===== src/verilog/station_pkg.sv =====
package station_pkg;

    // 640x480 at 60 Hz, counts in pixel clocks
    localparam int H_DISPLAY = 640;
    localparam int H_FRONT   = 16;
    localparam int H_SYNC    = 96;
    localparam int H_BACK    = 48;
    localparam int H_TOTAL   = H_DISPLAY + H_FRONT + H_SYNC + H_BACK;

    // vertical, counts in lines
    localparam int V_DISPLAY = 480;
    localparam int V_BOTTOM  = 10;
    localparam int V_SYNC    = 2;
    localparam int V_TOP     = 33;
    localparam int V_TOTAL   = V_DISPLAY + V_BOTTOM + V_SYNC + V_TOP;

    // gamepad slot timing, 12 us and 6 us at 25 MHz
    localparam int PAD_BIT_CYCLES  = 300;
    localparam int PAD_HALF_CYCLES = 150;
    localparam int PAD_BUTTONS     = 8;

    typedef logic [9:0]  coord_t;      // pixel or line position
    typedef logic [10:0] pad_count_t;  // cycles within a slot
    typedef logic [2:0]  color_code_t;
    typedef logic [1:0]  channel_t;

    // fields in the order the pad shifts them out, pressed = 1
    typedef struct packed {
        logic a;
        logic b;
        logic select;
        logic start;
        logic up;
        logic down;
        logic left;
        logic right;
    } buttons_t;

    typedef struct packed {
        channel_t r;
        channel_t g;
        channel_t b;
    } rgb_t;

    typedef enum logic [1:0] {
        PAD_LATCH,
        PAD_FIRST,
        PAD_SHIFT
    } pad_state_t;

endpackage


===== src/verilog/nes_pad_receiver.sv =====
`timescale 1ns/1ps

module nes_pad_receiver (
    input  logic                clk,
    input  logic                reset,
    input  logic                data,     // serial button data, low = pressed
    output logic                latch,
    output logic                nes_clk,
    output station_pkg::buttons_t buttons
);
    import station_pkg::*;

    pad_state_t state;
    pad_state_t state_nxt;
    pad_count_t count;
    pad_count_t count_nxt;
    logic [2:0] bit_idx;      // button currently on the data line
    logic [2:0] bit_idx_nxt;
    logic       sample;

    // slot sequencing: latch, half slot for A, then seven full slots
    always_comb begin
        state_nxt   = state;
        count_nxt   = count + 1'b1;
        bit_idx_nxt = bit_idx;
        case (state)
            PAD_LATCH: begin
                if (count == PAD_BIT_CYCLES) begin
                    state_nxt   = PAD_FIRST;
                    count_nxt   = '0;
                    bit_idx_nxt = '0;
                end
            end
            PAD_FIRST: begin
                if (count == PAD_HALF_CYCLES) begin
                    state_nxt   = PAD_SHIFT;
                    count_nxt   = '0;
                    bit_idx_nxt = 3'd1;
                end
            end
            PAD_SHIFT: begin
                if (count == PAD_BIT_CYCLES) begin
                    count_nxt = '0;
                    if (bit_idx == 3'(PAD_BUTTONS - 1)) begin
                        state_nxt = PAD_LATCH;  // poll done, start over
                    end else begin
                        bit_idx_nxt = bit_idx + 1'b1;
                    end
                end
            end
            default: begin
                state_nxt = PAD_LATCH;
                count_nxt = '0;
            end
        endcase
    end

    // A is valid right after latch falls, the rest mid slot
    assign sample = (state == PAD_FIRST && count == '0) ||
                    (state == PAD_SHIFT && count == PAD_HALF_CYCLES);

    // outputs follow the next state so they line up with state and count
    always_ff @(posedge clk) begin
        if (reset) begin
            // park at the end of the last slot, first edge opens a full latch
            state   <= PAD_SHIFT;
            count   <= pad_count_t'(PAD_BIT_CYCLES);
            bit_idx <= 3'(PAD_BUTTONS - 1);
            latch   <= 1'b0;
            nes_clk <= 1'b0;
        end else begin
            state   <= state_nxt;
            count   <= count_nxt;
            bit_idx <= bit_idx_nxt;
            latch   <= (state_nxt == PAD_LATCH);
            nes_clk <= (state_nxt == PAD_SHIFT) && (count_nxt <= PAD_HALF_CYCLES);
        end
    end

    // snapshot, one field per sample point
    always_ff @(posedge clk) begin
        if (reset) begin
            buttons <= '0;
        end else if (sample) begin
            buttons[~bit_idx] <= ~data;  // index 0 is a, the msb
        end
    end

endmodule


===== src/verilog/vga_timing.sv =====
`timescale 1ns/1ps

module vga_timing (
    input  logic clk,
    input  logic reset,
    output logic hsync,     // active low
    output logic vsync,     // active low
    output logic video_on
);
    import station_pkg::*;

    coord_t h_count;
    coord_t v_count;
    logic   h_last;
    logic   v_last;
    logic   h_in_sync;
    logic   v_in_sync;

    assign h_last = (h_count == coord_t'(H_TOTAL - 1));
    assign v_last = (v_count == coord_t'(V_TOTAL - 1));

    // pixel counter, wraps every line
    always_ff @(posedge clk) begin
        if (reset) begin
            h_count <= '0;
        end else if (h_last) begin
            h_count <= '0;
        end else begin
            h_count <= h_count + 1'b1;
        end
    end

    // line counter, steps at end of each line
    always_ff @(posedge clk) begin
        if (reset) begin
            v_count <= '0;
        end else if (h_last) begin
            if (v_last) begin
                v_count <= '0;
            end else begin
                v_count <= v_count + 1'b1;
            end
        end
    end

    // sync windows after the front porch
    assign h_in_sync = (h_count >= H_DISPLAY + H_FRONT) &&
                       (h_count <  H_DISPLAY + H_FRONT + H_SYNC);
    assign v_in_sync = (v_count >= V_DISPLAY + V_BOTTOM) &&
                       (v_count <  V_DISPLAY + V_BOTTOM + V_SYNC);

    always_ff @(posedge clk) begin
        if (reset) begin
            hsync <= 1'b1;
            vsync <= 1'b1;
        end else begin
            hsync <= ~h_in_sync;  // one clock behind the count
            vsync <= ~v_in_sync;
        end
    end

    assign video_on = (h_count < H_DISPLAY) && (v_count < V_DISPLAY);

endmodule


===== src/verilog/color_select.sv =====
`timescale 1ns/1ps

module color_select (
    input  logic                  clk,
    input  logic                  reset,
    input  station_pkg::buttons_t buttons,
    input  logic                  video_on,
    output station_pkg::rgb_t     rgb
);
    import station_pkg::*;

    color_code_t code;
    rgb_t        palette_rgb;

    // highest priority pressed button wins, nothing pressed keeps the colour
    always_ff @(posedge clk) begin
        if (reset) begin
            code <= 3'd0;
        end else if (buttons.up) begin
            code <= 3'd1;
        end else if (buttons.down) begin
            code <= 3'd2;
        end else if (buttons.left) begin
            code <= 3'd3;
        end else if (buttons.right) begin
            code <= 3'd4;
        end else if (buttons.a) begin
            code <= 3'd5;
        end else if (buttons.b) begin
            code <= 3'd6;
        end else if (buttons.start) begin
            code <= 3'd7;
        end else if (buttons.select) begin
            code <= 3'd0;  // select clears to black
        end
    end

    always_comb begin
        case (code)
            3'd1:    palette_rgb = '{r: 2'b11, g: 2'b00, b: 2'b00};  // red
            3'd2:    palette_rgb = '{r: 2'b00, g: 2'b11, b: 2'b00};  // green
            3'd3:    palette_rgb = '{r: 2'b00, g: 2'b00, b: 2'b11};  // blue
            3'd4:    palette_rgb = '{r: 2'b11, g: 2'b11, b: 2'b00};  // yellow
            3'd5:    palette_rgb = '{r: 2'b00, g: 2'b11, b: 2'b11};  // cyan
            3'd6:    palette_rgb = '{r: 2'b11, g: 2'b00, b: 2'b11};  // magenta
            3'd7:    palette_rgb = '{r: 2'b11, g: 2'b11, b: 2'b11};  // white
            default: palette_rgb = '0;
        endcase
    end

    // black outside the visible area
    always_ff @(posedge clk) begin
        if (reset) begin
            rgb <= '0;
        end else begin
            rgb <= video_on ? palette_rgb : '0;
        end
    end

endmodule


===== src/verilog/tiny_station_top.sv =====
`timescale 1ns/1ps

module tiny_station_top (
    input  logic              clk,
    input  logic              reset,
    input  logic              pad_data,
    output logic              pad_latch,
    output logic              pad_clk,
    output logic              hsync,
    output logic              vsync,
    output station_pkg::rgb_t rgb
);
    import station_pkg::*;

    buttons_t buttons;  // latest polled snapshot
    logic     video_on;

    nes_pad_receiver i_pad (
        .clk     (clk),
        .reset   (reset),
        .data    (pad_data),
        .latch   (pad_latch),
        .nes_clk (pad_clk),
        .buttons (buttons)
    );

    vga_timing i_timing (
        .clk      (clk),
        .reset    (reset),
        .hsync    (hsync),
        .vsync    (vsync),
        .video_on (video_on)
    );

    // colour follows the pad, blanked by the timing
    color_select i_color (
        .clk      (clk),
        .reset    (reset),
        .buttons  (buttons),
        .video_on (video_on),
        .rgb      (rgb)
    );

endmodule


===== config.mk =====
export PLATFORM = sky130hd
export DESIGN_NAME = tiny_station_top
export DESIGN_NICKNAME = d
export VERILOG_FILES = /design/src/verilog/station_pkg.sv /design/src/verilog/nes_pad_receiver.sv /design/src/verilog/vga_timing.sv /design/src/verilog/color_select.sv /design/src/verilog/tiny_station_top.sv
export SDC_FILE = /design/constraint.sdc
export NUM_CORES = 1
export LEC_CHECK = 0
export BUFFER_PORTS_ARGS = -buffer_cell sky130_fd_sc_hd__clkbuf_2
export CORE_MARGIN = 1
export CORE_UTILIZATION = 30
export DETAILED_ROUTE_END_ITERATION = 8
export PLACE_DENSITY = 0.46
export SLEW_MARGIN = 10
export SYNTH_ARGS = -nofsm -noshare
export SYNTH_HDL_FRONTEND = slang
export SYNTH_SLANG_ARGS = --single-unit

===== constraint.sdc =====
create_clock -name clk -period 2.5 [get_ports clk]
set_input_delay 0.375 -clock clk [delete_from_list [all_inputs] [get_ports clk]]
set_output_delay 0.375 -clock clk [all_outputs]
set_load 0.1 [all_outputs]

Yosys cells after proc, flatten, opt, wreduce, memory -nomap -nowiden
Cells that the tools add are included.
{"block": "totals", "regBits": 57, "input_bits": 3, "out_inout_bits": 10, "wordCells": 107}
{"block": "op_classes", "n_addsub": 4, "n_lt_le_gt_ge": 9, "eq_ne": 19, "muxes": 26, "bitwise": 5, "reduce_logical": 21}
{"op": "$pmux W6 S7", "count": 1}
{"op": "$mux W3", "count": 9}
{"op": "$mux W11", "count": 2}
{"op": "$pmux W11 S2", "count": 1}
{"op": "$add A10 B1 Y10 const B", "count": 2}
{"op": "$eq A10 B10 Y1 const B", "count": 2}
{"op": "$lt A10 B10 Y1 const B", "count": 2}
{"op": "$lt A10 B9 Y1 const B", "count": 2}
{"op": "$eq A3 B3 Y1 const B", "count": 5}
{"op": "$mux W2", "count": 6}
{"op": "$add A11 B1 Y11 const B", "count": 1}
{"op": "$eq A11 B8 Y1 const B", "count": 1}
{"op": "$eq A11 B9 Y1 const B", "count": 1}
{"op": "$le A11 B8 Y1 const B", "count": 1}
{"op": "$logic_not A11 Y1", "count": 1}
{"op": "$ge A10 B10 Y1 const B", "count": 1}
{"op": "$ge A10 B9 Y1 const B", "count": 1}
{"op": "$mux W10", "count": 1}
{"op": "$pmux W3 S3", "count": 1}
{"op": "$bwmux W8", "count": 1}
{"op": "$reduce_bool A8 Y1", "count": 1}
{"op": "$reduce_or A2 Y1", "count": 4}
{"op": "$logic_and A1 B1 Y1", "count": 7}
{"op": "$reduce_bool A7 Y1", "count": 1}
{"op": "other kinds (20)", "count": 29}

Depth between registers and ports, before layout
{"block": "depth", "ltp_word": 8, "mapped_depth": 8, "depth_no_buf": 7}

By module
Synthesis repeated with hierarchy kept, for this count alone.
{"block": "hier_totals", "cells_unflattened": 332, "area_unflattened_um2": 2876.5}
{"module": "nes_pad_receiver", "instances": 1, "cells_per_inst": 176, "area_per_inst_um2": 1500.2, "seq_area_each_um2": 520.5}
{"module": "vga_timing", "instances": 1, "cells_per_inst": 121, "area_per_inst_um2": 1076.0, "seq_area_each_um2": 440.4}
{"module": "color_select", "instances": 1, "cells_per_inst": 35, "area_per_inst_um2": 300.3, "seq_area_each_um2": 120.1}

Worst setup path after synthesis
No wires, ideal clock.
{"block": "synth_path", "kind": "register -> output", "startpoint": "reg, netlist name i_color.rgb[0]", "endpoint": "out rgb[1] (netlist bit)", "arrival_time_ps": 1356, "required_ps": 2125, "slack_ps": 769, "path_stages_with_launch": 2, "path_buffers": 1, "cell_sequence": "dfxtp_1 -> buf_4"}
{"element": "to (decl)", "line": "tiny_station_top.sv:11", "source": "output station_pkg::rgb_t rgb"}

Worst setup path after layout
{"block": "layout_path", "startpoint": "reg i_pad.count[0]", "endpoint": "reg i_pad.count[4]"}
{"block": "layout_between", "elab_chain_len": 3, "word_cells_on_any_way": 6, "classes_between": "1 x add/sub; 2 x eq/ne; 3 x mux"}
{"element": "from (decl)", "line": "nes_pad_receiver.sv:15", "source": "pad_count_t count;"}
{"element": "from (signal assigned)", "line": "nes_pad_receiver.sv:67", "source": "count <= pad_count_t'(PAD_BIT_CYCLES);"}
{"element": "from (signal assigned)", "line": "nes_pad_receiver.sv:73", "source": "count <= count_nxt;"}
{"element": "$add A11 B1 Y11 (tied with other cells)", "line": "nes_pad_receiver.sv:24", "source": "count_nxt = count + 1'b1;"}
{"element": "$mux W11, on equally long branches", "line": "nes_pad_receiver.sv:28, nes_pad_receiver.sv:42, nes_pad_receiver.sv:35"}
{"element": "$pmux W11 S2 *", "line": "nes_pad_receiver.sv:26", "source": "case (state)"}
Every way passes the cells marked *; elsewhere a longest branch is shown, timed or not.
A chain may end at the register's enable or synchronous reset.

==> results.md <==
* Run status: complete, no violations
* Remaining number of nets flagged by the antenna check after routing at 0
* Critical path class: flop to flop
* Total power consumption of the routed design at 2.44 mW
* Violation count after the first detailed-route iteration at 68
* Remaining global-route overflow at 0
* Final HPWL DP at 4.17 mm
* Post-layout min period at 1.95 ns
* Detailed-routing iteration count for the pre-antenna-repair pass at 4
* Net count after synthesis at 347
* Start point of the worst min-delay path: i_pad.buttons[3]$_SDFFE_PP0P_
* Library cell used as clock root buffer: sky130_fd_sc_hd__clkbuf_8
* Synthesized netlist cell count at 330
* Critical register-to-register path endpoint: i_pad.count[4]$_SDFF_PP0_
* Die area at 0.0101 mm^2
* Post-Route WL at 5.74 mm
* Depth of the worst hold-timing path at 1
* Share of async-settable or async-resettable flops after synthesis at 0%
* Post CTS Setup Buffer Count at 0
* Tcrit/Tclk final at 78.0%
* Area delta synth->final at 8.05%
* Number of gates resized after cts at 0
* Vert. Die Dim at 100 um
* Post-route non-filler standard cell count at 464
* Type of element capturing the critical path: flop
* Share of layout cells above drive strength 1 at 10.1%
* Via-per-instance ratio at 4.79
* Pin count of the biggest net entering global routing at 22
* Wire length of the first global-routing pass at 9.95 mm
* Worst Setup Start Kind: flop
* Number of enable flip-flop cells after synthesis at 0
* Max-slew headroom at 62.7%
* Number of antenna violations at the first check in global routing at 0
* Transition time of the tightest slew-check pin at 0.562 ns
* Max Fclk at 513 MHz
* Clk_skew at 0.0105 ns
* Yosys synthesis warning count at 0
* H-tree depth at 2
* CTS tree: yes
* Placement Cell Area at 0.00306 mm^2
* Final Net Count at 352
* Die span in x at 100 um
* R2r worst-path depth at 7
* Insertion delay to the later sink of the worst-skew pair at 0.31 ns
* Post-synthesis sequential area ratio at 37.2%
* Number of buffers inserted by port buffering at 12
* Vias at 2,221
* Final Setup Violations at 0
* Largest driver fanout on the critical path at 7
* Top flip-flop cell by instance count after synthesis: sky130_fd_sc_hd__dfxtp_1
* Number of clock buffers inserted by TritonCTS at 5
* Hold-fix buffer count after cts at 0
* Path class of the lowest-slack min-delay path: flop to flop
* Buffers from clock root to sink, at most at 2
* Routed wirelength normalized by instance count at 12.4 um
* Drc violations at 0
* Maximum Capacitance Violations at 0
* Instance count after placement with tap cells included at 457
* Hold worst-path end: i_color.code[1]$_SDFFE_PP0P_
* Fin area at 0.00314 mm^2
* Placeable core area at 0.00933 mm^2
* Standby leakage power at 1.16 nW
* Global-route usage over all layers at 12.4%
* Pins Over Slew Limit at 0
* Required time reported for the critical path endpoint at 2.70 ns
* Data arrival time at the worst-slack endpoint at 2.15 ns
* Initial Utilization at 31.2%
* FF-to-FF Start: i_pad.count[0]$_SDFF_PP0_
* Clock net sink count at 54
* Setup repair after global routing missed its margin: false
* Num ports at 13
* Number of hold violations in the final report at 0
* Pwr Density at 777 mW/mm^2
* Synthesized flop and latch total at 54
* Sum of negative setup slack at 0 ns
* Number of global-route vias before repair at 2,160
* Syn Area/Cell at 8.81 um^2
* Clock transition at path regs at 0.10 ns
* Summed instance area of the synthesized netlist at 0.00291 mm^2
* Placement Rows at 35
* Worst-case register-to-register setup slack at 0.55 ns
* Antenna Cells at 0
* Count of unique library cells instantiated by Yosys at 57
* Number of inserted filler cells in the final layout at 1,013
* Worst supply voltage drop on vdd at 0.228 mV
* Routability cong. at 0.740
[routing by layer]
layer	part of all wire, %	global-route usage [%]
met5	0	0
met4	1.3	4.24
met3	2.1	2.65
met2	47	21.2
met1	49	15.5
[cell type report]
type	count	area [um^2]	area share [%]
clock inverter	2	15.0	0.478
inverter	23	86.3	2.75
tap	129	161	5.14
multi-input combinational	237	1650	52.6
clock buffer	5	68.8	2.19
sequential	54	1080	34.4
timing repair buffer	14	75.1	2.39
[kinds of logic (layout without fill, tap and decap cells)]
logic type,after synthesis,count (layout),synth area share [%]
xor gates and xnor gates,26,26,7.83
DFF,54,54,37.2
AOI/OAI and AO/OA,48,48,13.0
and+or+nand+nor,143,143,28.0
muxes,6,6,2.07
adders and majority gates,14,14,6.03
buffers and inverters,39,44,5.94
[synthesized netlist by cell type (3+ instances only)]
library cell,instances,share of area (%)
sky130_fd_sc_hd__clkbuf_1,6,0.77
sky130_fd_sc_hd__nand2_1,14,1.8
sky130_fd_sc_hd__nor2b_1,8,1.7
sky130_fd_sc_hd__and3_1,5,1.1
sky130_fd_sc_hd__nand4b_1,6,1.8
sky130_fd_sc_hd__mux2i_1,6,2.1
sky130_fd_sc_hd__xnor2_1,13,3.9
sky130_fd_sc_hd__dfxtp_1,54,37
sky130_fd_sc_hd__a21oi_1,9,1.5
sky130_fd_sc_hd__inv_1,23,3.0
sky130_fd_sc_hd__xor2_1,13,3.9
sky130_fd_sc_hd__buf_2,5,0.86
sky130_fd_sc_hd__nor2_1,44,5.7
sky130_fd_sc_hd__and2_1,7,1.5
sky130_fd_sc_hd__a211oi_1,6,1.5
sky130_fd_sc_hd__nand4_1,12,2.6
sky130_fd_sc_hd__ha_1,14,6.0
sky130_fd_sc_hd__a31oi_1,5,1.1
sky130_fd_sc_hd__o21ai_1,5,0.86
sky130_fd_sc_hd__nand3_1,15,2.6
sky130_fd_sc_hd__buf_4,3,0.77
sky130_fd_sc_hd__nor3_1,8,1.4
sky130_fd_sc_hd__o21bai_1,5,1.3
sky130_fd_sc_hd__nor4_1,3,0.65
[flip-flops by register name, indices dropped and copies added (netlist names)]
signal,count
i_pad.count,11
i_timing.h_count,10
i_timing.v_count,10
i_pad.buttons,8
i_color.code,3
i_color.rgb,3
i_pad.bit_idx,3
i_pad.state,2
i_pad.latch,1
i_pad.nes_clk,1
i_timing.hsync,1
i_timing.vsync,1
[how the worst max path moves through the flow]
stage	start	end	slack (ns)	cells after the start
detailed placement	i_pad.count[0]$_SDFF_PP0_	i_pad.count[7]$_SDFF_PP0_	0.58	7
floorplan	i_color.rgb[0]$_SDFF_PP0_	rgb[1]	0.77	1
global placement	i_pad.count[0]$_SDFF_PP0_	i_pad.nes_clk$_SDFF_PP0_	0.62	7
CTS	i_pad.count[0]$_SDFF_PP0_	i_pad.count[4]$_SDFF_PP0_	0.57	7
global route	i_pad.count[0]$_SDFF_PP0_	i_pad.count[6]$_SDFF_PP0_	0.41	7
finish	i_pad.count[0]$_SDFF_PP0_	i_pad.count[4]$_SDFF_PP0_	0.55	7
[where the power goes]
group	switching (mW)	internal, mW
sequential	0.146	0.949
clock	0.286	0.192
combinational	0.521	0.346
total	0.952	1.49
[critical path: stages, from the launching register on]
cell                      delay, ns
sky130_fd_sc_hd__dfxtp_1       0.36
sky130_fd_sc_hd__inv_1         0.10
sky130_fd_sc_hd__ha_1          0.14
sky130_fd_sc_hd__nor3b_4       0.31
sky130_fd_sc_hd__nand3_1       0.18
sky130_fd_sc_hd__a22oi_4       0.36
sky130_fd_sc_hd__or2_1         0.31
sky130_fd_sc_hd__nor2_1        0.08
[stage by stage]
step / hold slack [ns] / util [%] / setup slack [ns]
global placement: 0.440 / 32.8 / 0.616
global route: 0.489 / 33.7 / 0.410
finish: 0.454 / 33.7 / 0.549
detailed placement: 0.450 / 32.8 / 0.578
CTS: 0.454 / 33.7 / 0.567
floorplan: 0.417 / - / 0.769
[cells in the final DEF (no fill, tap or decap), types with 3 or more instances in the layout]
master                     count
sky130_fd_sc_hd__xor2_1       13
sky130_fd_sc_hd__a31oi_1       5
sky130_fd_sc_hd__nand3_1      15
sky130_fd_sc_hd__a21oi_1       9
sky130_fd_sc_hd__dfxtp_1      54
sky130_fd_sc_hd__xnor2_1      13
sky130_fd_sc_hd__nand4b_1      6
sky130_fd_sc_hd__clkbuf_8      5
sky130_fd_sc_hd__and3_1        5
sky130_fd_sc_hd__nand4_1      12
sky130_fd_sc_hd__o21ai_1       5
sky130_fd_sc_hd__and2_1        7
sky130_fd_sc_hd__nor3_1        8
sky130_fd_sc_hd__mux2i_1       6
sky130_fd_sc_hd__a211oi_1      6
sky130_fd_sc_hd__o21bai_1      5
sky130_fd_sc_hd__nor4_1        3
sky130_fd_sc_hd__nor2_1       44
sky130_fd_sc_hd__inv_1        23
sky130_fd_sc_hd__nor2b_1       8
sky130_fd_sc_hd__ha_1         14
sky130_fd_sc_hd__clkbuf_2     12
sky130_fd_sc_hd__nand2_1      14
Power figures use the tool's default switching activity.
